### config.mk
export PLATFORM = sky130hd
export DESIGN_NAME = deemph_iir
export DESIGN_NICKNAME = d
export VERILOG_FILES = /design/src/fm_stereo_pkg.sv /design/src/deemph_iir.sv
export VERILOG_INCLUDE_DIRS = /design/src
export SDC_FILE = /design/constraint.sdc
export NUM_CORES = 2
export LEC_CHECK = 0
export ABC_CLOCK_PERIOD_IN_PS = 12290
export BUFFER_PORTS_ARGS = -buffer_cell sky130_fd_sc_hd__buf_4
export CAP_MARGIN = 15
export CORE_ASPECT_RATIO = 1.5
export CORE_MARGIN = 5
export CORE_UTILIZATION = 40
export CTS_CLUSTER_DIAMETER = 80
export CTS_CLUSTER_SIZE = 20
export DETAILED_ROUTE_END_ITERATION = 6
export PLACE_DENSITY = 0.68
export SYNTH_ARGS = -nofsm -noshare
export SYNTH_HDL_FRONTEND = slang
export SYNTH_SLANG_ARGS = --single-unit
### constraint.sdc
create_clock -name clock -period 12.29 [get_ports clock]
set_input_delay 3.0725 -clock clock [delete_from_list [all_inputs] [get_ports clock]]
set_output_delay 3.0725 -clock clock [all_outputs]
set_load 0.005 [all_outputs]
### src/fm_stereo_config.svh
`ifndef FM_STEREO_CONFIG_SVH
`define FM_STEREO_CONFIG_SVH

// sample and byte widths
`define FM_DATA_W 32
`define FM_BYTE_W 8

// quantization and output gain shifts
`define FM_BITS 10
`define FM_GAIN_SHIFT 4

// de-emphasis taps, quantized by FM_BITS
`define FM_IIR_X0 (32'sd178)
`define FM_IIR_X1 (32'sd178)
`define FM_IIR_Y1 (-32'sd666)

`define FM_IO_DEPTH 128
`define FM_LINK_DEPTH 8

`endif

### src/fm_stereo_pkg.sv
`default_nettype none
`include "fm_stereo_config.svh"

package fm_stereo_pkg;

    typedef logic [`FM_BYTE_W-1:0] byte_t;

    typedef logic signed [`FM_DATA_W-1:0] sample_t;

    // first is L+R or left, second is L-R or right
    typedef struct packed {
        sample_t first;
        sample_t second;
    } pair_t;

endpackage

`default_nettype wire

### src/deemph_iir.sv
`timescale 1ns/1ps
`default_nettype none
`include "fm_stereo_config.svh"

module deemph_iir (
    input  wire logic                 clock,
    input  wire logic                 i_arst_n,
    input  wire logic                 i_empty,
    output logic                      o_rd_en,
    input  wire fm_stereo_pkg::pair_t i_pair,
    input  wire logic                 i_full,
    output logic                      o_wr_en,
    output fm_stereo_pkg::pair_t      o_pair
);

    localparam logic S_READ  = 1'b0;
    localparam logic S_WRITE = 1'b1;

    logic                 state;
    logic                 rd_vld;
    fm_stereo_pkg::pair_t x_prev;
    fm_stereo_pkg::pair_t y_prev;

    // one step of the first order recurrence, products wrap at 32 bits
    function automatic fm_stereo_pkg::sample_t step(
        input fm_stereo_pkg::sample_t x,
        input fm_stereo_pkg::sample_t x1,
        input fm_stereo_pkg::sample_t y1
    );
        fm_stereo_pkg::sample_t acc_x;
        fm_stereo_pkg::sample_t acc_y;
        acc_x = `FM_IIR_X0 * x + `FM_IIR_X1 * x1;
        acc_y = `FM_IIR_Y1 * y1;
        return (acc_x >>> `FM_BITS) + (acc_y >>> `FM_BITS);
    endfunction

    assign o_rd_en = (state == S_READ) && !i_empty;
    assign o_wr_en = (state == S_WRITE) && !rd_vld && !i_full;

    // history moves on the write, i_pair is still the fetched word then
    always_ff @(posedge clock or negedge i_arst_n) begin
        if (!i_arst_n) begin
            state  <= S_READ;
            rd_vld <= 1'b0;
            x_prev <= '0;
            y_prev <= '0;
        end else begin
            rd_vld <= o_rd_en;
            if (o_rd_en) begin
                state <= S_WRITE;
            end else if (o_wr_en) begin
                state  <= S_READ;
                x_prev <= i_pair;
                y_prev <= o_pair;
            end
        end
    end

    always_ff @(posedge clock) begin
        if (rd_vld) begin
            o_pair.first  <= step(i_pair.first, x_prev.first, y_prev.first);
            o_pair.second <= step(i_pair.second, x_prev.second, y_prev.second);
        end
    end

endmodule

`default_nettype wire

# ---- Yosys cells after proc, flatten, opt, wreduce, memory -nomap -nowiden
# Cells that the tools add are included.
dict set report word_totals {
  regBits 194
  in_bits 68
  out_inout_bits 66
  elab_cells 30
}
dict set report op_classes {
  addsub 4
  multipliers 6
  n_mux 2
  bitwise 2
  n_reduce_logical 8
}
# operator count
set op_table {}
lappend op_table {{$mul 8x32->31 const A} 4}
lappend op_table {{$add 32x32->32} 2}
lappend op_table {{$mul 10x32->31 const A} 2}
lappend op_table {{$add 22x22->23} 2}
lappend op_table {{$logic_and 1x1->1} 3}
lappend op_table {{$logic_not 1->1} 3}
lappend op_table {{$mux 1} 2}
lappend op_table {{$not 1->1} 2}
lappend op_table {{$reduce_and 2->1} 1}
lappend op_table {{$reduce_bool 2->1} 1}

# ---- Logic depth before layout (Yosys ltp)
dict set report depth {
  word_depth 5
  mapped_depth 34
  mapped_depth_nobuf 34
}

# ---- Least setup slack after synthesis
# Ideal clock, no wire load.
dict set report synth_timing {
  path_type {input to register}
  from {in i_pair[35] in the netlist's numbering}
  to {reg o_pair[62] in the netlist's numbering (data pin)}
  setup_ps 180
  arrival_ps 9256
  required_time_ps 12110
  setup_slack_ps 2854
  stages 32
  path_buffers 0
  path_cell_list {ha_1 > ha_1 > inv_1 > fa_1 > fa_1 > inv_1 > ha_1 > a21o_1 > a21oi_1 > nor2b_1 > o21ai_0 > a211oi_1 > nor2_1 > xnor2_1 > ha_1 > a21o_1 > a21oi_1 > o21ai_0 > a21oi_2 > a21oi_1 > a21o_1 > a21o_1 > xor2_1 > ha_1 > a21o_1 > a21oi_1 > o21ai_0 > a21oi_1 > o21ai_1 > a31oi_1 > a221oi_1 > a221oi_1}
}
dict set report synth_between {
  elab_chain_len 3
}
# item line
set synth_rtl {}
lappend synth_rtl {{start: declaration} deemph_iir.sv:10} ;# input wire fm_stereo_pkg::pair_t i_pair,
lappend synth_rtl {{$mul 8x32->31 (no line)} -}
lappend synth_rtl {{$add 32x32->32 (no line)} -}
lappend synth_rtl {{$add 22x22->23} deemph_iir.sv:34} ;# return (acc_x >>> `FM_BITS) + (acc_y >>> `FM_BITS);
lappend synth_rtl {{end: declaration} deemph_iir.sv:13} ;# output fm_stereo_pkg::pair_t o_pair
# Every way passes these cells.
# A chain may end at the register's enable or synchronous reset.

# ---- Final worst setup path
# Same ends and word-level chain as after synthesis.

==> impl_metrics.yaml <==
status:
  status: "completed"
grt:
  gr-total-overflow: 0
  grt_pass1_vias: 24200
  grt_pass1_wl_um: 116000
  antenna_found_initial: 0
  grt_max_degree: 155
  track_usage_pct: 16.2
synthesis:
  syn_inst: 3310
  yosysWarningCount: 0
  syn_avg_cell_area_um2: 9.80
  synth_edf_count: 46
  yosys.cell_types.count: 92
  syn_nets: 4524
  ys_seq_area_share_pct: 12.7
  synth_top_flop_cell: "dfrtp_1"
  synth_seq_cells: 156
  syn_area_um2: 32400
  synthArstFlopShare_pct: 70.5
clock_network:
  cts_buffer_depth: 2
  cts_tree: "yes"
  clk_pin_slew_ns: 0.07
  htreeDepth: 4
  clock_latency_ns: 0.50
  cts.sinks: 156
  cts_resized: 0
  post-cts-setup-buffers: 0
  hold_buffers: 0
  root_buffer: "clkbuf_16"
  cts_buffers: 17
critical_path:
  crit_family: "compound AO/OA/AOI/OAI gates"
  critPathKind: "input pin to flip-flop"
  cp.required_ns: 12.60
  end_kind: "flip-flop"
  path_buf_inv: 3
  worstPathMaxFanout: 5
  cp_slowest_cell: "fa_1"
  cp-start-kind: "input pin"
  crit_path_max_incr_delay_ns: 0.50
  r2r_slack_ns: 4.05
  ff2ff_path_depth: 31
  timing.rr.end: "o_pair[62]"
  critical_path_arrival_ns: 10.49
  r2r_start: "x_prev[39]"
sta:
  fmax_mhz: 98.2
  report.final.slew_viol_count: 0
  fin_crit_sh_pct: 82.8
  relSlewSlack_pct: 42.0
  hold_viol_final: 0
  setup_violations: 0
  layout_setup_ws_ns: 2.11
  tightest_slew_ns: 0.849
  skew_ns: 0.0156
  rsz0062_at_grt: "no"
  fin_crit_ns: 10.18
  finalSetupTns_ns: 0
finish:
  nets: 4638
  n_fill_cell: 7727
  final_common_cell: "ha_1"
  layout-drive-gt1-share_pct: 8.15
  utilization_pct: 43.5
  syn_to_final_growth_pct: 8.43
  most-common-layout-cells: "ha_1 (784), inv_1 (711), fa_1 (362)"
drt:
  viasPerCell: 5.09
  wl_per_cell_um: 15.3
  vias: 22800
  drt-total-wl_um: 68700
  dr.first_iter.drc_count: 545
  drc_errors: 0
  drtAntennaViolNets: 0
  firstDrtPassIters: 5
placement:
  dp_hpwl_um: 59700
  portBuffers: 131
  dp_slack_ns: 1.63
  gp_congestion: 0.854
min_path:
  worstHoldStart: "state"
  hold_class: "flip-flop to flip-flop"
  whs_endpoint: "rd_vld"
  min_path_cells: 1
die:
  die_w_um: 243
  placementRows: 128
  dieArea_um2: 87000
  num_io_pins: 134
  core-area_um2: 80900
  initial_core_util_pct: 40.1
  fp.dieH_um: 359
run:
  maxCapViolations: 0
==> logic make-up after synthesis <==
group           after synthesis  share of synthesized area [%]
flops                       156                           12.7
xor+xnor                    230                           6.25
fa+ha+maj                  1146                           52.6
simple gates                440                           6.51
buf+inv                     750                           8.89
compound gates              522                           10.8
mux                          66                           2.28
==> worst max path at each step <==
stage                    start          to  slack, ns  depth (start not counted)
global route        i_pair[35]  o_pair[62]       1.36                         33
floorplan           i_pair[35]  o_pair[62]       2.85                         32
global placement    i_pair[35]  o_pair[62]       1.67                         33
finish              i_pair[35]  o_pair[62]       2.11                         33
detailed placement  i_pair[35]  o_pair[62]       1.63                         33
CTS                 i_pair[35]  o_pair[62]       2.15                         33
==> area by class of cell <==
cell class / instances / area, um2 / area share [%]
diodes: 1 / 2.50 / 0.00711
repair buffers: 134 / 1020 / 2.90
clock inverters: 15 / 196 / 0.558
clock buffers: 17 / 425 / 1.21
well taps: 1040 / 1300 / 3.70
flip-flops and latches: 156 / 4140 / 11.8
multi-input cells: 2404 / 25400 / 72.3
inverters: 711 / 2670 / 7.59
==> through the flow <==
step                hold slack [ns]  instance area (um2)  instances
global route                  0.462                35200       4477
floorplan                     0.423                32400       3310
global placement              0.420                34600       4445
detailed placement            0.437                34600       4445
CTS                           0.448                35200       4477
finish                        0.443                35200       4478
==> worst register-to-register path: cells and delay by family, from the launching register on <==
kind            cells  cell delay, ns
compound gates     19            4.53
xor+xnor            2            0.23
buf+inv             3            0.19
flops               1            0.48
fa+ha+maj           7            2.62
==> synth_stat cells, types with 20 or more instances <==
| library cell | number | area [um2] |
|---|---|---|
| o21ai_0 | 124 | 621 |
| nand2_1 | 111 | 417 |
| fa_1 | 362 | 7250 |
| mux2_2 | 64 | 721 |
| nor3_1 | 33 | 165 |
| nor2b_1 | 30 | 188 |
| inv_1 | 711 | 2670 |
| a21o_1 | 79 | 593 |
| clkbuf_1 | 20 | 75.1 |
| a21oi_1 | 143 | 716 |
| xor2_1 | 60 | 526 |
| xnor2_1 | 169 | 1480 |
| edfxtp_1 | 46 | 1380 |
| nand3_1 | 33 | 165 |
| o21a_1 | 27 | 203 |
| nand2b_1 | 22 | 138 |
| nor2_1 | 133 | 499 |
| and3_1 | 20 | 125 |
| ha_1 | 784 | 9810 |
| dfrtp_1 | 110 | 2750 |
==> metal layers <==
| layer | GRT usage (%) | share of wire, % |
|---|---|---|
| met2 | 32.4 | 56 |
| met1 | 17.1 | 38 |
| met5 | 0 | 0 |
| met4 | 5.70 | 3.3 |
| met3 | 2.40 | 2.8 |
==> state kept, by name, summed over array words and instances (netlist names) <==
signal,flops
o_pair,46
y_prev,46
rd_vld,1
x_prev,62
state,1
Power is left out: the tool's default activity adds up to more than one toggle a clock period on the data nets, which glitch-free logic cannot reach.
