### config.mk
export PLATFORM = sky130hd
export DESIGN_NAME = volume_gain
export DESIGN_NICKNAME = d
export VERILOG_FILES = /design/src/fm_stereo_pkg.sv /design/src/volume_gain.sv
export VERILOG_INCLUDE_DIRS = /design/src
export SDC_FILE = /design/constraint.sdc
export NUM_CORES = 2
export LEC_CHECK = 0
export BUFFER_PORTS_ARGS = -buffer_cell sky130_fd_sc_hd__buf_4
export CORE_MARGIN = 3
export CORE_UTILIZATION = 38
export CTS_CLUSTER_SIZE = 14
export DETAILED_ROUTE_END_ITERATION = 16
export PLACE_DENSITY = 0.65
export SLEW_MARGIN = 10
export SYNTH_ARGS = -nofsm -noshare
export SYNTH_HDL_FRONTEND = slang
export SYNTH_SLANG_ARGS = --single-unit
### constraint.sdc
create_clock -name clock -period 2.2 [get_ports clock]
set_input_delay 0 -clock clock [delete_from_list [all_inputs] [get_ports clock]]
set_output_delay 0 -clock clock [all_outputs]
set_load 0.01 [all_outputs]
### src/fm_stereo_config.svh
`ifndef FM_STEREO_CONFIG_SVH
`define FM_STEREO_CONFIG_SVH

// sample and byte widths
`define FM_DATA_W 32
`define FM_BYTE_W 8

// quantization and output gain shifts
`define FM_BITS 10
`define FM_GAIN_SHIFT 4

// de-emphasis taps, quantized by FM_BITS
`define FM_IIR_X0 (32'sd178)
`define FM_IIR_X1 (32'sd178)
`define FM_IIR_Y1 (-32'sd666)

`define FM_IO_DEPTH 128
`define FM_LINK_DEPTH 8

`endif

### src/fm_stereo_pkg.sv
`default_nettype none
`include "fm_stereo_config.svh"

package fm_stereo_pkg;

    typedef logic [`FM_BYTE_W-1:0] byte_t;

    typedef logic signed [`FM_DATA_W-1:0] sample_t;

    // first is L+R or left, second is L-R or right
    typedef struct packed {
        sample_t first;
        sample_t second;
    } pair_t;

endpackage

`default_nettype wire

### src/volume_gain.sv
`timescale 1ns/1ps
`default_nettype none
`include "fm_stereo_config.svh"

module volume_gain (
    input  wire logic                   clock,
    input  wire logic                   i_arst_n,
    input  wire fm_stereo_pkg::sample_t i_volume,
    input  wire logic                   i_empty,
    output logic                        o_rd_en,
    input  wire fm_stereo_pkg::pair_t   i_pair,
    input  wire logic                   i_full,
    output logic                        o_wr_en,
    output fm_stereo_pkg::sample_t      o_left,
    output fm_stereo_pkg::sample_t      o_right
);

    localparam logic S_READ  = 1'b0;
    localparam logic S_WRITE = 1'b1;

    logic state;
    logic rd_vld;

    function automatic fm_stereo_pkg::sample_t scale(
        input fm_stereo_pkg::sample_t x,
        input fm_stereo_pkg::sample_t vol
    );
        fm_stereo_pkg::sample_t prod;
        prod = x * vol;
        return (prod >>> `FM_BITS) <<< `FM_GAIN_SHIFT;
    endfunction

    // i_full is the or of both output fifos
    assign o_rd_en = (state == S_READ) && !i_empty;
    assign o_wr_en = (state == S_WRITE) && !rd_vld && !i_full;

    always_ff @(posedge clock or negedge i_arst_n) begin
        if (!i_arst_n) begin
            state  <= S_READ;
            rd_vld <= 1'b0;
        end else begin
            rd_vld <= o_rd_en;
            if (o_rd_en)
                state <= S_WRITE;
            else if (o_wr_en)
                state <= S_READ;
        end
    end

    always_ff @(posedge clock) begin
        if (rd_vld) begin
            o_left  <= scale(i_pair.first, i_volume);
            o_right <= scale(i_pair.second, i_volume);
        end
    end

endmodule

`default_nettype wire

Word-level counts from Yosys, hierarchy flattened:

Index checks and enable logic that the tools add are counted.

* memory bits (read-only): 0
* word-level logic and storage cells: 16
* memories kept: 0
* memory bits (writable): 0
* bits in registers: 46
* bits of input ports: 100
* bits in latches: 0

* $mul: 2
* reductions and logical operators: 7
* multiplexer cells: 2
* div/mod/pow operators: 0
* add/subtract/negate cells: 0
* magnitude comparators: 0
* shift-type cells: 0
* equal/unequal tests: 0
* bitwise operators: 1

Operators with widths (count)
* $mul 32x32->32: 2
* $logic_and 1x1->1: 3
* $logic_not 1->1: 3
* $mux 1: 2
* $reduce_bool 2->1: 1
* $not 1->1: 1

Depth between registers and ports, before layout:

* word-level depth: 5
* mapped depth: 26
* gate-level depth less buffers: 24

Worst setup path after synthesis:

Ideal clock, no wire load.

* kind: input port to flip-flop
* start point: input i_volume[3]
* end point: register o_right[18] (data pin)
* stages: 24
* slack: -4.297 ns
* arrival time: 6.239 ns
* buffers on the path: 2
* required time: 1.942 ns
* cell sequence: clkbuf_1 clkbuf_1 and2_1 fa_1 fa_1 inv_1 fa_1 fa_1 inv_1 fa_1 inv_1 fa_1 inv_1 fa_1 fa_1 ha_1 nand2_1 o21ai_0 a41oi_1 o31ai_4 a221o_1 a21o_1 a21oi_1 xnor2_1

* cells in the longest elaborated chain, start to end: 1

Ends and longest elaborated chain
* start: declaration: line volume_gain.sv:8 `input wire fm_stereo_pkg::sample_t i_volume,`
* $mul 32x32->32: line volume_gain.sv:29 `prod = x * vol;`
* end signal: assignment: line volume_gain.sv:53 `o_right <= scale(i_pair.second, i_volume);`
* end: declaration: line volume_gain.sv:15 `output fm_stereo_pkg::sample_t o_right`

No other way between the ends.
A chain may end at the register's enable or synchronous reset.

Final worst setup path:

* start point: input i_volume[5]
* end point: register o_left[24] (data pin)

* cells in the longest elaborated chain, start to end: 1

Ends and longest elaborated chain
* $mul 32x32->32: line volume_gain.sv:29
* end signal: assignment: line volume_gain.sv:52 `o_left <= scale(i_pair.first, i_volume);`
* end: declaration: line volume_gain.sv:14 `output fm_stereo_pkg::sample_t o_left,`

No other way between the ends.

==> qor.yml <==
run_status:
  status: "finished with violations"
  violations: "negative setup slack"
logic_synthesis:
  synth_edf_count: 44
  async_flop_share_pct: 4.35
  ys_ff_latch: 46
  synth_top_area_share_pct: 48.6
  synth_largest_area_cell: "fa_1"
  ys_top_cells_by_area: "fa_1, and2_1, ha_1, inv_1, nand2_1"
  synthFlopType: "edfxtp_1"
  ys_seq_area_share_pct: 4.09
  avgSynthCellArea_um2: 9.36
  syn_area_um2: 33500
  syn_inst: 3581
  ys_warn_count: 0
  ys_types: 57
layout:
  utilization_pct: 46.9
  n_fill_cell: 8222
  area_delta_synth_final_pct: 22.0
  fin_nets: 5176
  layout-drive-gt1-share_pct: 21.0
  final_area_um2: 40900
grt:
  grt_usage_pct: 21.7
  gr-total-overflow: 0
  grt_first_pass_wirelength_um: 152000
  grt_max_degree: 35
  antenna_found_initial: 8
  first_global_vias: 27300
drt:
  initialDrtViolationCount: 1138
  drt-pass1-iter-count: 5
  vias: 24400
  detail_route.wirelength_um: 94800
  post-route-drc-count: 0
  viasPerCell: 4.76
  antenna_left: 0
  post_drt_wl_per_cell_um: 18.5
worst_hold_path:
  whs_path_depth: 3
  hold_path.class: "in2reg"
  hold_start: "i_empty"
  holdPathEnd: "rd_vld$_DFF_PN0_"
clock_tree:
  path_clk_slew_ps: 80
  cts_tree: "yes"
  clock-sinks: 46
  root_buffer: "clkbuf_16"
  cts_buffer_depth: 2
  clk_latency_ps: 340
  htree_levels: 2
  cts_buffers: 5
place:
  port_buffers: 157
  hpwl_um: 77900
  place_congestion: 0.890
  placed_area_um2: 38700
floorplanning:
  coreArea_um2: 87200
  row_count: 108
  initial_core_util_pct: 38.4
  ioPinCount: 166
  dieArea_um2: 91800
  chipWidth_um: 303
  fp.dieH_um: 303
critical_path:
  reg2reg_depth: 1
  cp-start-kind: "primary input"
  worst_ep_required_time_ps: 2300
  crit_path_max_fanout: 8
  crit_type: "in2reg"
  reg2reg_slack_ps: 790
  cp-end-kind: "flop"
  regToRegEndpoint: "o_right[23]$_DFFE_PP_"
  arrival_ps: 6220
  r2r_start: "rd_vld$_DFF_PN0_"
timing:
  max_freq_mhz: 163
  maxSlewHeadroom_pct: 59.6
  setup_viol: 44
  rsz0062_at_grt: "true"
  skew_ps: 7.91
  fin_crit_sh_pct: 278
  finalHoldViolCount: 0
  layout_setup_ws_ps: -3920
  worstMarginPinSlew_ps: 606
  report.final.slew_viol_count: 0
  finalCriticalPeriod_ps: 6120
run:
  cap_violations: 0
==> critical path, cell delays in order <==
cell and delay (ps):
buf_16 130, buf_12 140, and2_1 160, fa_2 570, fa_2 440, fa_1 520
inv_1 50, fa_1 480, inv_1 60, fa_1 460, fa_1 510, fa_1 440
fa_1 540, ha_4 210, a211oi_2 170, nand2_1 90, a31o_2 280, a31oi_4 230
a21oi_4 120, or3_4 360, a21oi_2 140, xnor2_1 80
==> sequential cells by signal (all words and copies together), names as in the netlist <==
name and cells:
rd_vld 1, o_right 22, state 1, o_left 22
==> Yosys cell counts (all sizes together) (8+ instances only) <==
| master | instances |
|---|---|
| nand2 | 363 |
| o21ai | 10 |
| buf | 26 |
| clkbuf | 179 |
| nor2 | 26 |
| edfxtp | 44 |
| a21o | 12 |
| xnor2 | 131 |
| and2 | 706 |
| inv | 836 |
| and3 | 8 |
| nor3 | 10 |
| ha | 292 |
| fa | 814 |
| a21oi | 22 |
| xor2 | 31 |
==> metal layers <==
layer  vias up  global-route usage (%)  part of all wire [%]
met5         -                       0                     0
met3        97                    3.74                   6.2
met1     12700                    29.0                    43
met2       632                    36.5                    48
li1      11000                       -                     -
met4         0                    5.64                   2.5
==> timing repair <==
item | in CTS | in global routing
buffers inserted | 34 | 13
pin swaps | 145 | 88
gates resized for setup | 198 | 110
hold buffers | 4 | 0
setup endpoints to repair | 44 | 44
endpoints found under the hold margin | 4 | 0
cloned | 9 | 1
==> cells by family (layout without fill, tap and decap cells) <==
kind of cell | Yosys count | count (layout) | share of synthesized area (%)
xor gates and xnor gates | 162 | 162 | 4.23
AOI/OAI and AO/OA | 80 | 80 | 1.75
other | 1 | 14 | 0.0112
DFF | 46 | 46 | 4.09
adders and majority gates | 1106 | 1106 | 59.5
and+or+nand+nor | 1145 | 1145 | 18.5
buffers and inverters | 1041 | 1424 | 11.9
==> layout by cell type (no fill, tap or decap), drive strengths merged, types with 3 or more instances in the layout <==
| cell | synthesis | routed |
|---|---|---|
| and2 | 706 | 706 |
| diode | 0 | 6 |
| bufbuf | 0 | 7 |
| a211o | 3 | 3 |
| ha | 292 | 292 |
| nor3 | 10 | 10 |
| fa | 814 | 814 |
| a211oi | 3 | 3 |
| nand4 | 6 | 6 |
| edfxtp | 44 | 44 |
| and3 | 8 | 8 |
| conb | 1 | 8 |
| nor2 | 26 | 26 |
| nand3 | 7 | 7 |
| a31oi | 6 | 6 |
| buf | 26 | 568 |
| xor2 | 31 | 31 |
| clkbuf | 179 | 8 |
| o21ai | 10 | 10 |
| dlygate4sd3 | 0 | 4 |
| a21o | 12 | 12 |
| xnor2 | 131 | 131 |
| or2 | 3 | 3 |
| nand2 | 363 | 363 |
| a21oi | 22 | 22 |
| nor2b | 7 | 7 |
| nand2b | 3 | 3 |
| inv | 836 | 836 |
| o21a | 4 | 4 |
==> final cells by class <==
type | count | area, µm² | area share [%]
antenna | 6 | 15.0 | 0.0367
clock buffer | 7 | 143 | 0.349
clock inverter | 1 | 30.0 | 0.0734
inverter | 836 | 3140 | 7.68
multi-input combinational | 2501 | 29400 | 72.0
sequential | 46 | 1370 | 3.36
tap | 1155 | 1450 | 3.53
timing repair buffer | 580 | 5300 | 13.0
==> how the worst max path moves through the flow <==
stage	from	endpoint	slack (ps)	depth (start not counted)
global route	i_volume[15]	o_right[22]$_DFFE_PP_	-4080	23
detailed placement	i_volume[3]	o_left[25]$_DFFE_PP_	-4660	21
global placement	i_volume[3]	o_left[25]$_DFFE_PP_	-4570	21
finish	i_volume[5]	o_left[24]$_DFFE_PP_	-3920	22
CTS	i_volume[4]	o_right[25]$_DFFE_PP_	-3920	25
floorplan	i_volume[3]	o_left[24]$_DFFE_PP_	-4040	22
==> through the flow <==
| stage | setup WS, ps | TNS (ps) | hold WS (ps) | std cells |
|---|---|---|---|---|
| 6_report | -3920 | -155630 | 369 | 5132 |
| 5_1_grt | -4080 | -163050 | 380 | 5130 |
| 4_1_cts | -3920 | -155280 | 340 | 5113 |
| 3_5_place_dp | -4660 | -181320 | -215 | 5060 |
| 3_3_place_gp | -4570 | -178110 | -216 | 5060 |
| 2_1_floorplan | -4040 | -151480 | -296 | 3588 |
Power is not shown: default switching activity piles up to over one toggle a cycle in this logic, so the estimate is an artifact.
