[config.mk]
export PLATFORM = sky130hd
export DESIGN_NAME = sample_unpack
export DESIGN_NICKNAME = d
export VERILOG_FILES = /design/src/fm_stereo_pkg.sv /design/src/sample_unpack.sv
export VERILOG_INCLUDE_DIRS = /design/src
export SDC_FILE = /design/constraint.sdc
export NUM_CORES = 1
export LEC_CHECK = 0
export ABC_AREA = 1
export BUFFER_PORTS_ARGS = -buffer_cell sky130_fd_sc_hd__buf_2
export CORE_UTILIZATION = 46
export CTS_CLUSTER_SIZE = 14
export DETAILED_ROUTE_END_ITERATION = 8
export GPL_TIMING_DRIVEN = 0
export PLACE_DENSITY = 0.93
export SLEW_MARGIN = 25
export SYNTH_ARGS = -nofsm -noshare
export SYNTH_HDL_FRONTEND = slang
export SYNTH_SLANG_ARGS = --single-unit
[constraint.sdc]
create_clock -name clock -period 4.1 [get_ports clock]
set_input_delay 0.41 -clock clock [delete_from_list [all_inputs] [get_ports clock]]
set_output_delay 0.41 -clock clock [all_outputs]
set_load 0.01 [all_outputs]
[src/fm_stereo_config.svh]
`ifndef FM_STEREO_CONFIG_SVH
`define FM_STEREO_CONFIG_SVH

// sample and byte widths
`define FM_DATA_W 32
`define FM_BYTE_W 8

// quantization and output gain shifts
`define FM_BITS 10
`define FM_GAIN_SHIFT 4

// de-emphasis taps, quantized by FM_BITS
`define FM_IIR_X0 (32'sd178)
`define FM_IIR_X1 (32'sd178)
`define FM_IIR_Y1 (-32'sd666)

`define FM_IO_DEPTH 128
`define FM_LINK_DEPTH 8

`endif

[src/fm_stereo_pkg.sv]
`default_nettype none
`include "fm_stereo_config.svh"

package fm_stereo_pkg;

    typedef logic [`FM_BYTE_W-1:0] byte_t;

    typedef logic signed [`FM_DATA_W-1:0] sample_t;

    // first is L+R or left, second is L-R or right
    typedef struct packed {
        sample_t first;
        sample_t second;
    } pair_t;

endpackage

`default_nettype wire

[src/sample_unpack.sv]
`timescale 1ns/1ps
`default_nettype none
`include "fm_stereo_config.svh"

module sample_unpack (
    input  wire logic                 clock,
    input  wire logic                 i_arst_n,
    input  wire logic                 i_empty,
    output logic                      o_rd_en,
    input  wire fm_stereo_pkg::byte_t i_byte,
    input  wire logic                 i_full,
    output logic                      o_wr_en,
    output fm_stereo_pkg::pair_t      o_pair
);

    localparam int HALF_W = 2 * `FM_BYTE_W;
    localparam logic S_READ  = 1'b0;
    localparam logic S_WRITE = 1'b1;

    logic                      state;
    logic [1:0]                byte_cnt;
    logic                      rd_vld;
    logic [2*HALF_W-1:0]       shreg;

    // reads may run back to back, the last byte lands in the first write cycle
    assign o_rd_en = (state == S_READ) && !i_empty;
    assign o_wr_en = (state == S_WRITE) && !rd_vld && !i_full;

    always_ff @(posedge clock or negedge i_arst_n) begin
        if (!i_arst_n) begin
            state    <= S_READ;
            byte_cnt <= '0;
            rd_vld   <= 1'b0;
        end else begin
            rd_vld <= o_rd_en;
            if (o_rd_en)
                byte_cnt <= byte_cnt + 1'b1;
            if (o_rd_en && byte_cnt == 2'd3)
                state <= S_WRITE;
            else if (o_wr_en)
                state <= S_READ;
        end
    end

    // lsb first, byte 0 ends up at the bottom
    always_ff @(posedge clock) begin
        if (rd_vld)
            shreg <= {i_byte, shreg[2*HALF_W-1:`FM_BYTE_W]};
    end

    always_comb begin
        o_pair.first  = fm_stereo_pkg::sample_t'($signed(shreg[HALF_W-1:0])) <<< `FM_BITS;
        o_pair.second = fm_stereo_pkg::sample_t'($signed(shreg[2*HALF_W-1:HALF_W])) <<< `FM_BITS;
    end

endmodule

`default_nettype wire

# Word level (Yosys, flattened, before mapping)
# Cells that the tools add are included.
[word_totals] register_bits=36 output_inout_bits=66 wordCells=17
[op_classes] add_sub_neg=1 n_eq_ne=1 n_mux=2 bitwise=1 n_reduce_logical=8
[ops] op="logical AND 1 bit" count=4
[ops] op="logical NOT 1 bit" count=3
[ops] op="adder 2 x 1 -> 2 bit (second input constant)" count=1
[ops] op="== test 2 bit (second input constant)" count=1
[ops] op="2-to-1 mux 1 bit" count=2
[ops] op="nonzero test 2 bit" count=1
[ops] op="inverter 1 bit" count=1

# Logic depth before layout (Yosys ltp)
# Gate-level depths: netlist of run 1.
[depth] depth_word=5 ltp_mapped=3 depth_no_buf=3

# Worst setup path after synthesis of run 1
# Ideal clock, no wire load.
[synth_path] path_kind="reg2out" from="reg rd_vld" to="out o_wr_en" arrival_ns=1.130 t_required_ns=3.690 path_slack_ns=2.560 path_stages_with_launch=2 n_path_buf=0 cell_sequence="dfrtp_1 > nor3b_2"
[synth_between] elab_chain_len=3
[synth_rtl] item="from (decl)" line="sample_unpack.sv:22" text="logic rd_vld;"
[synth_rtl] item="from (signal assigned)" line="sample_unpack.sv:35" text="rd_vld <= o_rd_en;"
[synth_rtl] item="logical NOT 1 bit" line="sample_unpack.sv:27" text="assign o_wr_en = (state == S_WRITE) && !rd_vld && !i_full;"
[synth_rtl] item="logical AND 1 bit (2 in a row)" line="sample_unpack.sv:27"
[synth_rtl] item="to (decl)" line="sample_unpack.sv:12" text="output logic o_wr_en,"
# No other way between the ends.

# Worst setup path after layout of run 1
# Ends and elaborated chain as after synthesis.

==> results.txt, run 1 <==
Worst Skew = 0.01132 ns
Most frequent cells in the layout = buf_2, buf_4, edfxtp_1, conb_1, nand2_1
FF-to-FF path depth = 0
Core Area = 2805 um^2
Most crowded layer after global routing = met2
NumNets Final = 179
Max-Slew Margin vs Limit = 52.37%
Final hold vios = 0
# IOs = 78
Static Leak = 0.8893 nW
Post-synth cell types = 10
Hold WC Path Type = in -> reg
FILL cells = 213
Max-cap violations = 0
Clk root buf = clkbuf_4
Gr usage total = 14.70%
Max IR drop VDD = 331.9 uV
Area grow syn2layout = 33.03%
Min-Delay Path Depth = 1
CP Buf/Inv Count = 1
Syn_area_per_cell = 16.86 um^2
Worst Setup End Kind = output pin
Drt wl/cell = 11.02 um
Final setup viols = 0
Final Cycle Share = 45.38%
Vias in the first global route = 818
Share of layout cells above drive strength 1 = 58.68%
Ys Warns = 0
Post-route cell area = 1839 um^2
Largest net degree at the start of global routing = 35
Vias per inst = 4.162
Die area = 3229 um^2
Global-route wire length before repair = 3422 um
Seq/Total Area, Yosys = 76.74%
Reg2Reg Setup Slack = 2.88 ns
TritonRoute pass-1 iters = 6
Crit path DAT = 1.45 ns
Initial Util = 49.29%
DPL Wire Length = 1661 um
Min Tclk post-route = 1.861 ns
Die height = 56.83 um
Maximum clock rate = 0.5375 GHz
Worst EP required = 3.69 ns
Worst skew pair latency = 0.32 ns
Violated checks = design-rule violations
FP Rows = 19
CTS H-tree depth = 2
Commonest non-fill, non-tap cell in the layout = buf_2
# clock sinks = 36
Via count = 824
Slew @ Worst Pin = 0.7144 ns
Setup CP Type = reg -> out
Initial DRC Count = 28
Setup TNS = 0 ns
Longest Clk Path Bufs = 2
FF+latch count, synth = 36
CTS tree = done
IO Port Bufs = 57
Synth Cell Area = 1383 um^2
CP Cell Sequence = nor3b_2 > buf_2
Number of antenna diodes = 0
Met2 Use GR = 28.57%
Delay-heaviest family, CP = flip-flops
Status = finished, violations left
Synthesized instance count = 82
Max incr delay on CP = 0.85 ns
Global Route met1 Usage = 11.81%
Stages on the worst setup path = 2
Antenna violations before repair = 0
Post-route ant nets = 0
PwrDens = 534.3 nW/um^2
CP Max Fanout = 34
Drt total wl = 2182 um
CP startpoint kind = register
RSZ-0062 raised after global routing = false
PostCTS Resize Cnt = 0
Met3 GRT Util = 6.912%
Final Max Slew Viols = 0
Width of the die = 56.83 um
CTS buffer count = 5
Placed instance area = 1779 um^2
GRT overflow = 0
Gp weighted congestion = 0.6797
Critical-path top delay cell = dfrtp_2
DRC errors left = 19
Reg clk slew, reported paths = 0.10 ns
## state kept, by name, indices dropped and copies added, names as in the netlist
signal / cells
rd_vld: 1
shreg: 32
byte_cnt: 2
state: 1
## cell usage after synthesis
cell type  count  area [um^2]
o21ai_0        3        15.01
buf_4         32        240.2
ha_1           1        12.51
nand2_1        6        22.52
nor2_4         1        11.26
dfrtp_1        4        100.1
conb_1         1        3.750
inv_1          1        3.750
edfxtp_1      32        960.9
nor3b_2        1        12.51
## per-stage QoR
stage | hold WS [ns] | worst slack, ns | cells | total power [mW] | utilization [%]
6_report | 0.2591 | 2.239 | 198 | 0.9827 | 65.57
5_1_grt | 0.2358 | 2.149 | 198 | 1.037 | 65.57
4_1_cts | 0.2363 | 2.195 | 198 | 0.9963 | 65.57
3_5_place_dp | 0.2233 | 2.580 | 189 | 0.8233 | 63.43
3_3_place_gp | 0.2101 | 2.250 | 189 | 0.8050 | 63.38
2_1_floorplan | 0.1144 | 2.560 | 101 | 0.7095 | -
## layout make-up
| type | instances | area [um^2] | area share [%] |
|---|---|---|---|
| flip-flops and latches | 36 | 1062 | 57.76 |
| well taps | 31 | 38.79 | 2.109 |
| repair buffers | 58 | 295.3 | 16.05 |
| clock inverters | 1 | 5.005 | 0.2721 |
| multi-input cells | 32 | 148.9 | 8.095 |
| inverters | 1 | 3.754 | 0.2041 |
| plain buffers | 32 | 240.2 | 13.06 |
| clock buffers | 7 | 45.04 | 2.449 |
## final timing paths
path / start / end
worst max-delay path: rd_vld$_DFF_PN0_ / o_wr_en
worst min register to register: shreg[16]$_DFFE_PP_ / shreg[8]$_DFFE_PP_
worst max register to register: rd_vld$_DFF_PN0_ / shreg[18]$_DFFE_PP_
max in group asynchronous: i_arst_n / rd_vld$_DFF_PN0_
min in group asynchronous: i_arst_n / byte_cnt[1]$_DFFE_PN0P_
worst min-delay path: i_byte[1] / shreg[25]$_DFFE_PP_
## where the power goes
group          total, mW  switching (mW)  internal, mW
Sequential         0.588          0.0744         0.513
Combinational      0.224           0.113         0.111
Clock              0.171           0.104        0.0669
Total              0.983           0.291         0.691
## cells by family after synthesis
family,share of synthesized area (%)
and+or+nand+nor,3.348
AOI/OAI and AO/OA,1.086
other,0.2712
DFF,76.74
adders and majority gates,0.9048
buffers and inverters,17.65
## timing repair
action | in CTS | in global routing
setup buffers | 0 | 0
hold buffers | 1 | 0
endpoints found under the setup margin | 0 | 0
hold endpoints to repair | 4 | 0
## per-layer routing
metal  share of wire (%)  up-vias
met3                  15        0
met4                   0        0
li1                    -      400
met5                   0        -
met2                  53       59
met1                  32      365
Note: power is estimated with default switching activity, not from simulation.
==> run 2, diff against run 1 <==
--- a/config.mk
+++ b/config.mk
@@ -8,11 +8,11 @@
 export LEC_CHECK = 0
 export ABC_AREA = 1
 export BUFFER_PORTS_ARGS = -buffer_cell sky130_fd_sc_hd__buf_2
-export CORE_UTILIZATION = 46
+export CORE_UTILIZATION = 39
 export CTS_CLUSTER_SIZE = 14
 export DETAILED_ROUTE_END_ITERATION = 8
 export GPL_TIMING_DRIVEN = 0
-export PLACE_DENSITY = 0.93
+export PLACE_DENSITY = 0.85
 export SLEW_MARGIN = 25
 export SYNTH_ARGS = -nofsm -noshare
 export SYNTH_HDL_FRONTEND = slang
==> constraint.sdc (replaced) <==
create_clock -name clock -period 1.6 [get_ports clock]
set_input_delay 0.16 -clock clock [delete_from_list [all_inputs] [get_ports clock]]
set_output_delay 0.16 -clock clock [all_outputs]
set_load 0.01 [all_outputs]
==> run 2 against run 1 <==
Critical path depth did not move; non-clock buffer count increased by 9; cell area up 6.4%; critical path type unchanged; the run now ends clean; clock power rose to 2.6 times the previous value; critical endpoint unchanged; first-iteration DRC count decreased by 54%; die area grew 17%; routed wire length rose by 1.5%; cell count rose by 12%.
==> results.txt, run 2 (same netlist as run 1, synthesis figures left out) <==
IO Port Bufs = 57
Min-Delay Path Depth = 2
Post-route ant nets = 0
Final Max Slew Viols = 0
Longest Clk Path Bufs = 2
Logic pwr share = 25.0%
P_sw = 0.7626 mW
Global-route wire length before repair = 3070 um
NumNets Final = 188
Largest net degree at the start of global routing = 35
Crit path DAT = 1.32 ns
Min Tclk post-route = 1.477 ns
Maximum clock rate = 0.6769 GHz
Clock group share of total power = 17.2%
Hold WC Path Type = in -> reg
CP Max Fanout = 18
Area grow syn2layout = 41.54%
Worst Setup End Kind = output pin
Vias in the first global route = 745
Max IR drop VDD = 708.7 uV
CP startpoint kind = register
Gp weighted congestion = 0.5835
Gr usage total = 12.03%
FP Rows = 21
Width of the die = 61.54 um
Initial DRC Count = 13
DRC errors left = 0
# clock sinks = 36
FF-to-FF path depth = 1
Register Area = 1065 um^2
Drt total wl = 2214 um
Placed instance area = 1798 um^2
# IOs = 78
Initial Util = 41.11%
Final hold vios = 0
Multi-input logic area = 148.9 um^2
Global Route met1 Usage = 11.74%
Share of layout cells above drive strength 1 = 56.82%
Most frequent cells in the layout = buf_2, buf_4, edfxtp_1, conb_1, dlygate4sd3_1
Final setup viols = 0
Drt wl/cell = 9.973 um
Layout Utilization = 58.18%
Met3 GRT Util = 4.412%
Via count = 852
Final Cycle Share = 92.33%
GRT overflow = 0
Most crowded layer after global routing = met2
CTS buffer count = 5
Worst EP required = 1.44 ns
Die area = 3787 um^2
RSZ-0062 raised after global routing = false
Worst skew pair latency = 0.33 ns
Number of antenna diodes = 0
Clk root buf = clkbuf_4
Commonest non-fill, non-tap cell in the layout = buf_2
TritonRoute pass-1 iters = 2
Post-route cell area = 1957 um^2
Met2 Use GR = 21.35%
CTS H-tree depth = 2
FILL cells = 305
Hold path start = i_empty
Reg2reg start = rd_vld$_DFF_PN0_
Switch share = 29.81%
PwrDens = 1307 nW/um^2
Core Area = 3363 um^2
Status = finished clean
Worst Skew = 0.006396 ns
Internal power = 1.796 mW
Reg clk slew, reported paths = 0.10 ns
Vias per inst = 3.838
Antenna violations before repair = 0
Static Leak = 0.9332 nW
CTS tree = done
Biggest register = shreg
Max-cap violations = 0
Reg power frac = 57.8%
Die height = 61.54 um
DPL Wire Length = 1515 um
Largest register FFs = 32
Largest registers = shreg x32, byte_cnt x2
Setup CP Type = reg -> out
Final hold slack = 0.03399 ns
Worst Setup SP = rd_vld$_DFF_PN0_
run 2: cell types whose count changed in the layout (fill, tap and decap cells not counted):
cell           previous run  this run
dfrtp_2                   1         0
clkinv_1                  0         1
buf_8                     0         1
dlygate4sd3_1             1         9
clkbuf_1                  2         0
dfrtp_4                   0         1
clkinv_2                  1         2
run 2: worst max-delay path, cell delays in order, from the launching register on:
cell,delay [ns]
dfrtp_4,0.61
nor3b_2,0.22
buf_2,0.15
run 2: path summary, 6_finish.rpt:
kind | endpoint | slack (ns)
worst max-delay path | o_wr_en | 0.12
worst max register to register | shreg[7]$_DFFE_PP_ | 0.50
min in group asynchronous | rd_vld$_DFF_PN0_ | 0.16
worst min register to register | shreg[21]$_DFFE_PP_ | 0.45
worst min-delay path | rd_vld$_DFF_PN0_ | 0.03
max in group asynchronous | rd_vld$_DFF_PN0_ | 1.31
run 2: routing by layer:
layer / up-vias / wire, um
met5: - / 0
met4: 0 / 40
li1: 419 / -
met1: 369 / 809
met2: 59 / 1136
met3: 5 / 228
run 2: area by class of cell:
type	count	area share, %
well taps	46	2.941
clock inverters	3	0.7033
plain buffers	32	12.28
inverters	1	0.1918
clock buffers	5	1.918
repair buffers	67	19.95
multi-input cells	32	7.609
flip-flops and latches	36	54.41
run 2: stage by stage:
step                      worst slack [ns]  total power [mW]  setup TNS [ns]  std cells
after floorplan                     0.2345             1.818               0        101
after global placement            -0.03238             2.076        -0.03238        204
after detailed placement            0.3342             2.103               0        204
after CTS                          0.01758             2.573               0        221
after global routing               0.05562             2.745               0        222
final                               0.1227             2.558               0        222
run 2: what timing repair did:
item / 4_1_cts / 5_1_grt
resized for setup: 1 / 0
endpoints found under the setup margin: 1 / 1
endpoints found under the hold margin: 12 / 0
hold buffers: 9 / 0
buffers inserted: 0 / 1
run 2: power by group through the flow:
stage               Combinational (mW)  Clock [mW]  Sequential (mW)
global route                     0.716       0.511             1.52
CTS                              0.579       0.469             1.53
floorplan                        0.232           0             1.59
detailed placement               0.563           0             1.54
global placement                 0.549           0             1.53
finish                           0.639       0.441             1.48
