### config.mk
export PLATFORM = sky130hd
export DESIGN_NAME = stereo_matrix
export DESIGN_NICKNAME = d
export VERILOG_FILES = /design/src/fm_stereo_pkg.sv /design/src/stereo_matrix.sv
export VERILOG_INCLUDE_DIRS = /design/src
export SDC_FILE = /design/constraint.sdc
export NUM_CORES = 1
export LEC_CHECK = 0
export ABC_CLOCK_PERIOD_IN_PS = 4700
export BUFFER_PORTS_ARGS = -buffer_cell sky130_fd_sc_hd__buf_2
export CAP_MARGIN = 25
export CORE_UTILIZATION = 45
export CTS_CLUSTER_SIZE = 20
export DETAILED_ROUTE_END_ITERATION = 7
export PLACE_DENSITY = 0.78
export SLEW_MARGIN = 40
export SYNTH_ARGS = -nofsm -noshare
export SYNTH_HDL_FRONTEND = slang
export SYNTH_SLANG_ARGS = --single-unit
### constraint.sdc
create_clock -name clock -period 4.7 [get_ports clock]
set_input_delay 0 -clock clock [delete_from_list [all_inputs] [get_ports clock]]
set_output_delay 0 -clock clock [all_outputs]
set_load 0.01 [all_outputs]
### src/fm_stereo_config.svh
`ifndef FM_STEREO_CONFIG_SVH
`define FM_STEREO_CONFIG_SVH

// sample and byte widths
`define FM_DATA_W 32
`define FM_BYTE_W 8

// quantization and output gain shifts
`define FM_BITS 10
`define FM_GAIN_SHIFT 4

// de-emphasis taps, quantized by FM_BITS
`define FM_IIR_X0 (32'sd178)
`define FM_IIR_X1 (32'sd178)
`define FM_IIR_Y1 (-32'sd666)

`define FM_IO_DEPTH 128
`define FM_LINK_DEPTH 8

`endif

### src/fm_stereo_pkg.sv
`default_nettype none
`include "fm_stereo_config.svh"

package fm_stereo_pkg;

    typedef logic [`FM_BYTE_W-1:0] byte_t;

    typedef logic signed [`FM_DATA_W-1:0] sample_t;

    // first is L+R or left, second is L-R or right
    typedef struct packed {
        sample_t first;
        sample_t second;
    } pair_t;

endpackage

`default_nettype wire

### src/stereo_matrix.sv
`timescale 1ns/1ps
`default_nettype none

module stereo_matrix (
    input  wire logic                 clock,
    input  wire logic                 i_arst_n,
    input  wire logic                 i_empty,
    output logic                      o_rd_en,
    input  wire fm_stereo_pkg::pair_t i_pair,
    input  wire logic                 i_full,
    output logic                      o_wr_en,
    output fm_stereo_pkg::pair_t      o_pair
);

    localparam logic S_READ  = 1'b0;
    localparam logic S_WRITE = 1'b1;

    logic state;
    logic rd_vld;

    assign o_rd_en = (state == S_READ) && !i_empty;
    assign o_wr_en = (state == S_WRITE) && !rd_vld && !i_full;

    always_ff @(posedge clock or negedge i_arst_n) begin
        if (!i_arst_n) begin
            state  <= S_READ;
            rd_vld <= 1'b0;
        end else begin
            rd_vld <= o_rd_en;
            if (o_rd_en)
                state <= S_WRITE;
            else if (o_wr_en)
                state <= S_READ;
        end
    end

    // left = lpr + lmr, right = lpr - lmr
    always_ff @(posedge clock) begin
        if (rd_vld) begin
            o_pair.first  <= i_pair.first + i_pair.second;
            o_pair.second <= i_pair.first - i_pair.second;
        end
    end

endmodule

`default_nettype wire

* Word-level counts from Yosys, hierarchy flattened
Cells that the tools add are included.
** Word-level totals
- Register bits after elaboration :: 66
- Output and inout port bits :: 66
- Word-level logic and storage cells :: 16
** Cells by class
- Reduce and logical (&&, ||, !) cells :: 7
- Bitwise gates (word level) :: 1
- $add $sub $neg :: 2
- Multiplexer cells :: 2
** Operator list (number)
- 32-bit adder :: 1
- 32-bit subtractor :: 1
- 1-bit logical AND :: 3
- 1-bit logical NOT :: 3
- 1-bit two-way mux :: 2
- 2-bit nonzero test :: 1
- 1-bit NOT :: 1

* Logic depth before layout (Yosys ltp)
Gate-level depths: netlist (run 1).
- Depth after elaboration :: 5
- Depth in mapped cells :: 12
- Gate-level depth less buffers :: 11

* Least setup slack after synthesis (run 1)
OpenSTA, ideal clock, no wires.
- Path type :: input port to flip-flop
- Start :: input port i_pair[0] in the netlist's numbering
- End :: register o_pair[58] in the netlist's numbering (data pin)
- Setup slack :: 2.211 ns
- Arrival :: 2.228 ns
- Stages :: 10
- Data required time :: 4.439 ns
- Cells stage by stage :: ha_1 fa_1 nor2b_4 o211ai_1 a211o_2 a31oi_4 a221oi_2 o31a_1 o21ai_0 a311o_1
** Between the ends
- Cells in the longest elaborated chain, start to end :: 1
** RTL lines
- from (decl) :: line stereo_matrix.sv:9 : input wire fm_stereo_pkg::pair_t i_pair,
- 32-bit adder :: line stereo_matrix.sv:40 : o_pair.first <= i_pair.first + i_pair.second;
- to (decl) :: line stereo_matrix.sv:12 : output fm_stereo_pkg::pair_t o_pair
No other way between the ends.
A chain may end at the register's enable or synchronous reset.

* Worst setup path in the final report (run 1)
- Start :: input port i_pair[2] in the netlist's numbering
- End :: register o_pair[27] in the netlist's numbering (data pin)
** Between the ends
- Cells in the longest elaborated chain, start to end :: 1
** RTL lines
- 32-bit subtractor :: line stereo_matrix.sv:41 : o_pair.second <= i_pair.first - i_pair.second;
No other way between the ends.

==> impl_metrics.toml, run 1 <==
[job]
max_cap_viol_count = 0

[setup_path]
start_kind = "input port"
startpoint = "i_pair[2]"
crit_required_ns = 4.77
crit_chain = "buf_2 > inv_1 > ha_1 > o21a_1 > o31a_1 > o311ai_1 > o211ai_1 > a21boi_0 > nor2_1 > a21oi_1 > xnor2_1"
crit_path_max_fanout = 9
cp.arrival_ns = 2.73
r2r_slack_ns = 3.47
worst_path_max_delay_cell = "a21boi_0"
critical_path_class = "input port to flop"
rr_startpoint = "rd_vld$_DFF_PN0_"
reg2reg_depth = 1
crit_path_end_kind = "flop"
max_stage_delay_ns = 0.57
regToRegEndpoint = "o_pair[44]$_DFFE_PP_"

[route]
dr.pass1.iters = 5
wl_um = 15200
wl_per_cell_um = 16.9
via_per_inst = 5.62
antenna_left = 0
vias = 5052
drtIter0Drc = 341
drc_errors = 0

[clock_network]
worstSkewPairLatency_ns = 0.33
cts_made_buffers = 9
cts_max_level = 3
ctsHoldBuffers = 4
clockRootBuffer = "clkbuf_16"
clkTransAtPathRegs_ns = 0.06
clockBufferDepth = 2
postCtsSetupBuffers = 0
clock_sinks = 65
cts_tree = "yes"
postCtsResizedCells = 0

[floorplan]
die_x_um = 114
core-area_sq_um = 12100
start_util_pct = 46.5
die_area_sq_um = 13000
die_h_um = 114
rows = 40
io_pins = 134

[min_path]
holdPathStages = 3
hold_path.class = "input port to flop"
hold_path_startpoint = "i_pair[0]"
min_to = "o_pair[0]$_DFFE_PP_"

[placement]
placedCellCount = 879
portBuffers = 133
dpl_worst_slack_ns = 1.80
dp_hpwl_um = 11700
place_congestion = 0.924

[sta]
rsz0062_at_grt = "no"
setup_viol = 0
fin_crit_sh_pct = 56.7
setup_tns_ns = 0
worst_slack_ns = 2.04
hold_viol = 0
fin_crit_ns = 2.66
slew_violations = 0
worst_pin_slew_ns = 0.824
clock_skew_ns = 0.00645
hold_ws_ns = 0.0747
fmax_mhz = 375
max-slew-margin-rel_pct = 44.4

[synth]
yosysSeqAreaShare_pct = 34.5
synth_cell_type_count = 72
syn_area_per_cell_sq_um = 9.37
async_reset_ff_share_pct = 3.08
ys_ff_latch = 65
ys_warn_count = 0
synth_top_flop_cell = "edfxtp_1"
synth_nets = 733
synth_area_sq_um = 5630
syn_inst = 601
synth-edff-count = 63

[global_routing]
antenna_found_initial = 0
met3_usage_pct = 4.73
top_usage_layer = "met2"
use_met2_pct = 38.9
grt_pass1_wl_um = 24200
met1_usage_pct = 31.6
track_usage_pct = 23.8
grt_remaining_overflow = 0
grt_max_degree = 65
grt_pass1_vias = 4845

[finish]
fin_nets = 858
instances_no_fill = 899
drive_above_1_share_pct = 22.7
n_antenna_cell = 0
syn_to_final_growth_pct = 19.2

[power_and_ir_drop]
irDropWorstVdd_mv = 0.158
power.leakage_nw = 2.98
finalPower_mw = 2.19
powerDensity_nw_per_um2 = 326

[run_status]
status = "completed"
[cells in the mapped netlist (all sizes together), types with 4 or more instances]
cell,n,area share (%)
or3,5,0.58
xnor2,48,7.5
o21a,10,1.3
nand2,21,1.4
xor2,6,0.93
a211o,4,0.64
a21o,19,2.6
ha,62,14
a31oi,4,0.71
edfxtp,63,34
o41ai,4,0.62
and2,7,0.80
nor3,15,1.3
nand3,9,0.80
nor2b,6,0.80
and3,4,0.47
o21ai,22,2.0
inv,69,4.6
clkbuf,13,1.2
nor2,42,2.9
o31ai,11,1.5
a21oi,73,6.5
buf,11,1.6
o211ai,7,0.93
o31a,5,0.78
o21bai,12,1.6
[power breakdown]
group / internal (mW) / total (mW) / switching [mW]
clock network: 0.479 / 0.727 / 0.249
logic: 0.274 / 0.700 / 0.426
registers: 0.746 / 0.764 / 0.0184
total: 1.50 / 2.19 / 0.693
[cell type report]
class | count | area [sq um]
Fill cell | 1098 | 5400
Multi-Input combinational cell | 443 | 3270
Sequential cell | 65 | 1940
Timing Repair Buffer | 138 | 717
Inverter | 69 | 259
Clock buffer | 13 | 250
Tap cell | 168 | 210
Clock inverter | 3 | 65.1
[cells by family after synthesis]
| logic type | after synthesis | synth area share, % |
|---|---|---|
| AND/OR/NAND/NOR | 127 | 11.4 |
| XOR/XNOR | 54 | 8.40 |
| AO/OA/AOI/OAI | 197 | 23.6 |
| flip-flops | 65 | 34.5 |
| buffers and inverters | 93 | 7.46 |
| adder cells (fa/ha/maj) | 64 | 14.5 |
| multiplexers | 1 | 0.178 |
[flip-flops by register name (all words and copies together), names as in the netlist]
register	count
o_pair	63
rd_vld	1
state	1
[routing by layer]
layer	share of wire [%]	wire (um)
met4	1.9	287
met2	47	7160
met3	6.9	1050
met5	0	0
met1	44	6740
[worst max-delay path: cells and delay by family]
kind / cells / cell delay [ns]
AO/OA/AOI/OAI: 6 / 1.92
XOR/XNOR: 1 / 0.10
buffers and inverters: 2 / 0.13
adder cells (fa/ha/maj): 1 / 0.44
AND/OR/NAND/NOR: 1 / 0.14
[metrics by stage]
step	instance area, sq um	utilization (%)
floorplan	5630	-
global placement	6350	52.5
detailed placement	6350	52.5
CTS	6710	55.4
global route	6710	55.4
finish	6710	55.4
[cells in the final DEF (no fill, tap or decap), types with 4 or more instances in the layout]
master         count
buf_2            133
a21oi_1           73
inv_1             69
edfxtp_1          63
ha_1              62
xnor2_1           48
nor2_1            41
nand2_1           21
o21ai_0           20
a21o_1            18
nor3_1            15
o21bai_1          12
o31ai_1           11
o21a_1            10
nand3_1            9
clkbuf_16          9
o211ai_1           7
xor2_1             6
nor2b_1            5
o31a_1             5
and2_1             5
o41ai_1            4
or3_1              4
dlygate4sd3_1      4
[how the worst max path moves through the flow]
stage,slack (ns),endpoint,depth (start not counted)
2_1_floorplan,2.21,o_pair[58]$_DFFE_PP_,10
3_3_place_gp,1.87,o_pair[63]$_DFFE_PP_,11
3_5_place_dp,1.80,o_pair[58]$_DFFE_PP_,11
4_1_cts,2.13,o_pair[58]$_DFFE_PP_,11
5_1_grt,1.93,o_pair[58]$_DFFE_PP_,11
6_report,2.04,o_pair[27]$_DFFE_PP_,11
No activity file was read; power rests on OpenSTA's default activity.
==> run 2: changes to the inputs <==
--- a/config.mk
+++ b/config.mk
@@ -6,13 +6,14 @@
 export SDC_FILE = /design/constraint.sdc
 export NUM_CORES = 1
 export LEC_CHECK = 0
-export ABC_CLOCK_PERIOD_IN_PS = 4700
+export ABC_AREA = 1
+export ABC_CLOCK_PERIOD_IN_PS = 2400
 export BUFFER_PORTS_ARGS = -buffer_cell sky130_fd_sc_hd__buf_2
 export CAP_MARGIN = 25
 export CORE_UTILIZATION = 45
 export CTS_CLUSTER_SIZE = 20
 export DETAILED_ROUTE_END_ITERATION = 7
-export PLACE_DENSITY = 0.78
+export PLACE_DENSITY = 0.79
 export SLEW_MARGIN = 40
 export SYNTH_ARGS = -nofsm -noshare
 export SYNTH_HDL_FRONTEND = slang
==> constraint.sdc (replaced) <==
create_clock -name clock -period 2.4 [get_ports clock]
set_input_delay 0 -clock clock [delete_from_list [all_inputs] [get_ports clock]]
set_output_delay 0 -clock clock [all_outputs]
set_load 0.01 [all_outputs]
==> run 2 against run 1 <==
Net effect:
- worst hold slack got worse by 0.029 ns
- flip-flop and latch count unchanged
- utilization decreased by 1.3 points
- synthesized cell count increased by 78%
- setup slack got worse by 1.3 ns
- non-clock buffer count unchanged
- critical endpoint is now o_pair[22]$_DFFE_PP_
==> impl_metrics.toml, run 2 <==
[synth]
synth_area_sq_um = 6920
syn_area_per_cell_sq_um = 6.46
async_reset_ff_share_pct = 3.08
synth.area.top_cells = "edfxtp_1, nand2_1, inv_1"
synth_nets = 1203
synth_common_cells = "nand2_1, inv_1, nor2_1, edfxtp_1, ha_1"
syn_inst = 1071
synth-edff-count = 63
yosysTopAreaCellShare_pct = 27.3
ys_warn_count = 0
ys_ff_latch = 65
yosysSeqAreaShare_pct = 28.1
yosys.area.top_type = "edfxtp_1"
synth.most_common_cell = "nand2_1"
synth_top_flop_cell = "edfxtp_1"
synth_cell_type_count = 30

[finish]
drive_above_1_share_pct = 15.3
n_antenna_cell = 0
largest_reg_flops = 63
final_common_cell = "nand2_1"
fin_nets = 1324
reg_top3 = "o_pair: 63 flops, rd_vld: 1 flops, state: 1 flops"
final_cell_mix = "nand2_1, inv_1, buf_2"
syn_to_final_growth_pct = 15.4
top_register = "o_pair"
fin_area_sq_um = 7990

[power_and_ir_drop]
irDropWorstVdd_mv = 0.356
powerDensity_nw_per_um2 = 604
power.leakage_nw = 4.60
finalPower_mw = 4.82

[setup_path]
critical_path_class = "input port to flop"
max_stage_delay_ns = 0.45
crit_chain = "buf_2 > inv_1 > ha_1 > fa_1 > inv_1 > nand3_1 > nand3_2 > nand2_1 > nand2_1 > nand2_1 > nand2_1 > nand2_1 > nand3_1 > nand2_1"
cp_common_cell = "nand2_1"
worst_path_max_delay_cell = "fa_1"
start_kind = "input port"
cp.arrival_ns = 1.73
crit_path_end_kind = "flop"
crit_path_max_fanout = 4
crit_required_ns = 2.51

[clock_network]
worstSkewPairLatency_ns = 0.35
clock_sinks = 65
cts_max_level = 3
cts_made_buffers = 9
clkTransAtPathRegs_ns = 0.06
postCtsResizedCells = 0
cts_tree = "yes"
clockBufferDepth = 2
clockRootBuffer = "clkbuf_16"

[floorplan]
die_area_sq_um = 15900
core-area_sq_um = 14800
io_pins = 134
rows = 44
die_x_um = 126
die_h_um = 126
start_util_pct = 46.9

[route]
dr.pass1.iters = 5
wl_um = 19500
drtIter0Drc = 535
via_per_inst = 5.00
antenna_left = 0
wl_per_cell_um = 14.1
vias = 6910
drc_errors = 0

[sta]
fin_crit_ns = 1.62
rsz0062_at_grt = "no"
fin_crit_sh_pct = 67.3
hold_viol = 0
clock_skew_ns = 0.00759
setup_viol = 0
fmax_mhz = 619
hold_ws_ns = 0.0460
slew_violations = 0
worst_pin_slew_ns = 0.605
setup_tns_ns = 0
max-slew-margin-rel_pct = 59.7

[global_routing]
grt_remaining_overflow = 0
grt_pass1_wl_um = 30900
track_usage_pct = 25.4
grt_pass1_vias = 6368
antenna_found_initial = 0
grt_max_degree = 40

[placement]
portBuffers = 133
place_congestion = 0.997
dp_hpwl_um = 16000
placed_cell_area_sq_um = 7620

[run_status]
status = "completed"

[min_path]
hold_path.class = "input port to flop"

[job]
max_cap_viol_count = 0
[run 2: logic make-up (layout without fill, tap and decap cells)]
family          Yosys count  after routing  synth area share [%]
compound gates           64             64                  5.08
flops                    65             65                  28.1
xor+xnor                 33             33                  4.18
buf+inv                 261            387                  15.7
fa+ha+maj                64             64                  11.8
simple gates            584            584                  35.2
[run 2: repair_timing]
item | CTS | global route
setup buffers | 0 | 0
endpoints found under the hold margin | 4 | 0
hold buffers | 4 | 0
[run 2: final cells by class]
type	count	area [sq um]
multi-input cells	745	3890
inverters	233	875
clock buffers	9	225
clock inverters	7	95.1
well taps	184	230
repair buffers	138	726
fillers	1464	6770
flip-flops and latches	65	1940
[run 2: final timing paths]
path / start / to / slack [ns] / depth (start not counted)
min in group asynchronous: i_arst_n / state$_DFFE_PN0P_ / 0.51 / 3
min reg2reg: state$_DFFE_PN0P_ / rd_vld$_DFF_PN0_ / 0.47 / 1
max in group asynchronous: i_arst_n / rd_vld$_DFF_PN0_ / 1.75 / 3
max: i_pair[32] / o_pair[22]$_DFFE_PP_ / 0.78 / 14
max reg2reg: rd_vld$_DFF_PN0_ / o_pair[14]$_DFFE_PP_ / 0.97 / 1
min: i_pair[33] / o_pair[33]$_DFFE_PP_ / 0.05 / 2
[run 2: worst max-delay path: cells and delay by family]
family                     cells  cell delay, ns
and+or+nand+nor                9            0.85
adders and majority gates      2            0.66
buffers and inverters          3            0.24
[run 2: power by group]
part           internal (mW)  switching (mW)
logic                  0.578            1.11
clock network          0.908           0.529
registers               1.59           0.106
[run 2: layer usage]
layer / up-vias / wire length (um) / GRT usage, %
met4: 0 / 775 / 12.7
li1: 3482 / - / -
met1: 3104 / 8810 / 34.2
met2: 276 / 8460 / 39.2
met3: 48 / 1440 / 4.50
met5: - / 0 / 0
[run 2: through the flow]
| stage | std cells | setup slack [ns] | util, % |
|---|---|---|---|
| after floorplan | 1071 | 0.202 | - |
| after global placement | 1361 | 0.504 | 51.7 |
| after detailed placement | 1361 | 0.456 | 51.7 |
| after CTS | 1381 | 0.819 | 54.1 |
| after global routing | 1381 | 0.688 | 54.1 |
| final | 1381 | 0.784 | 54.1 |
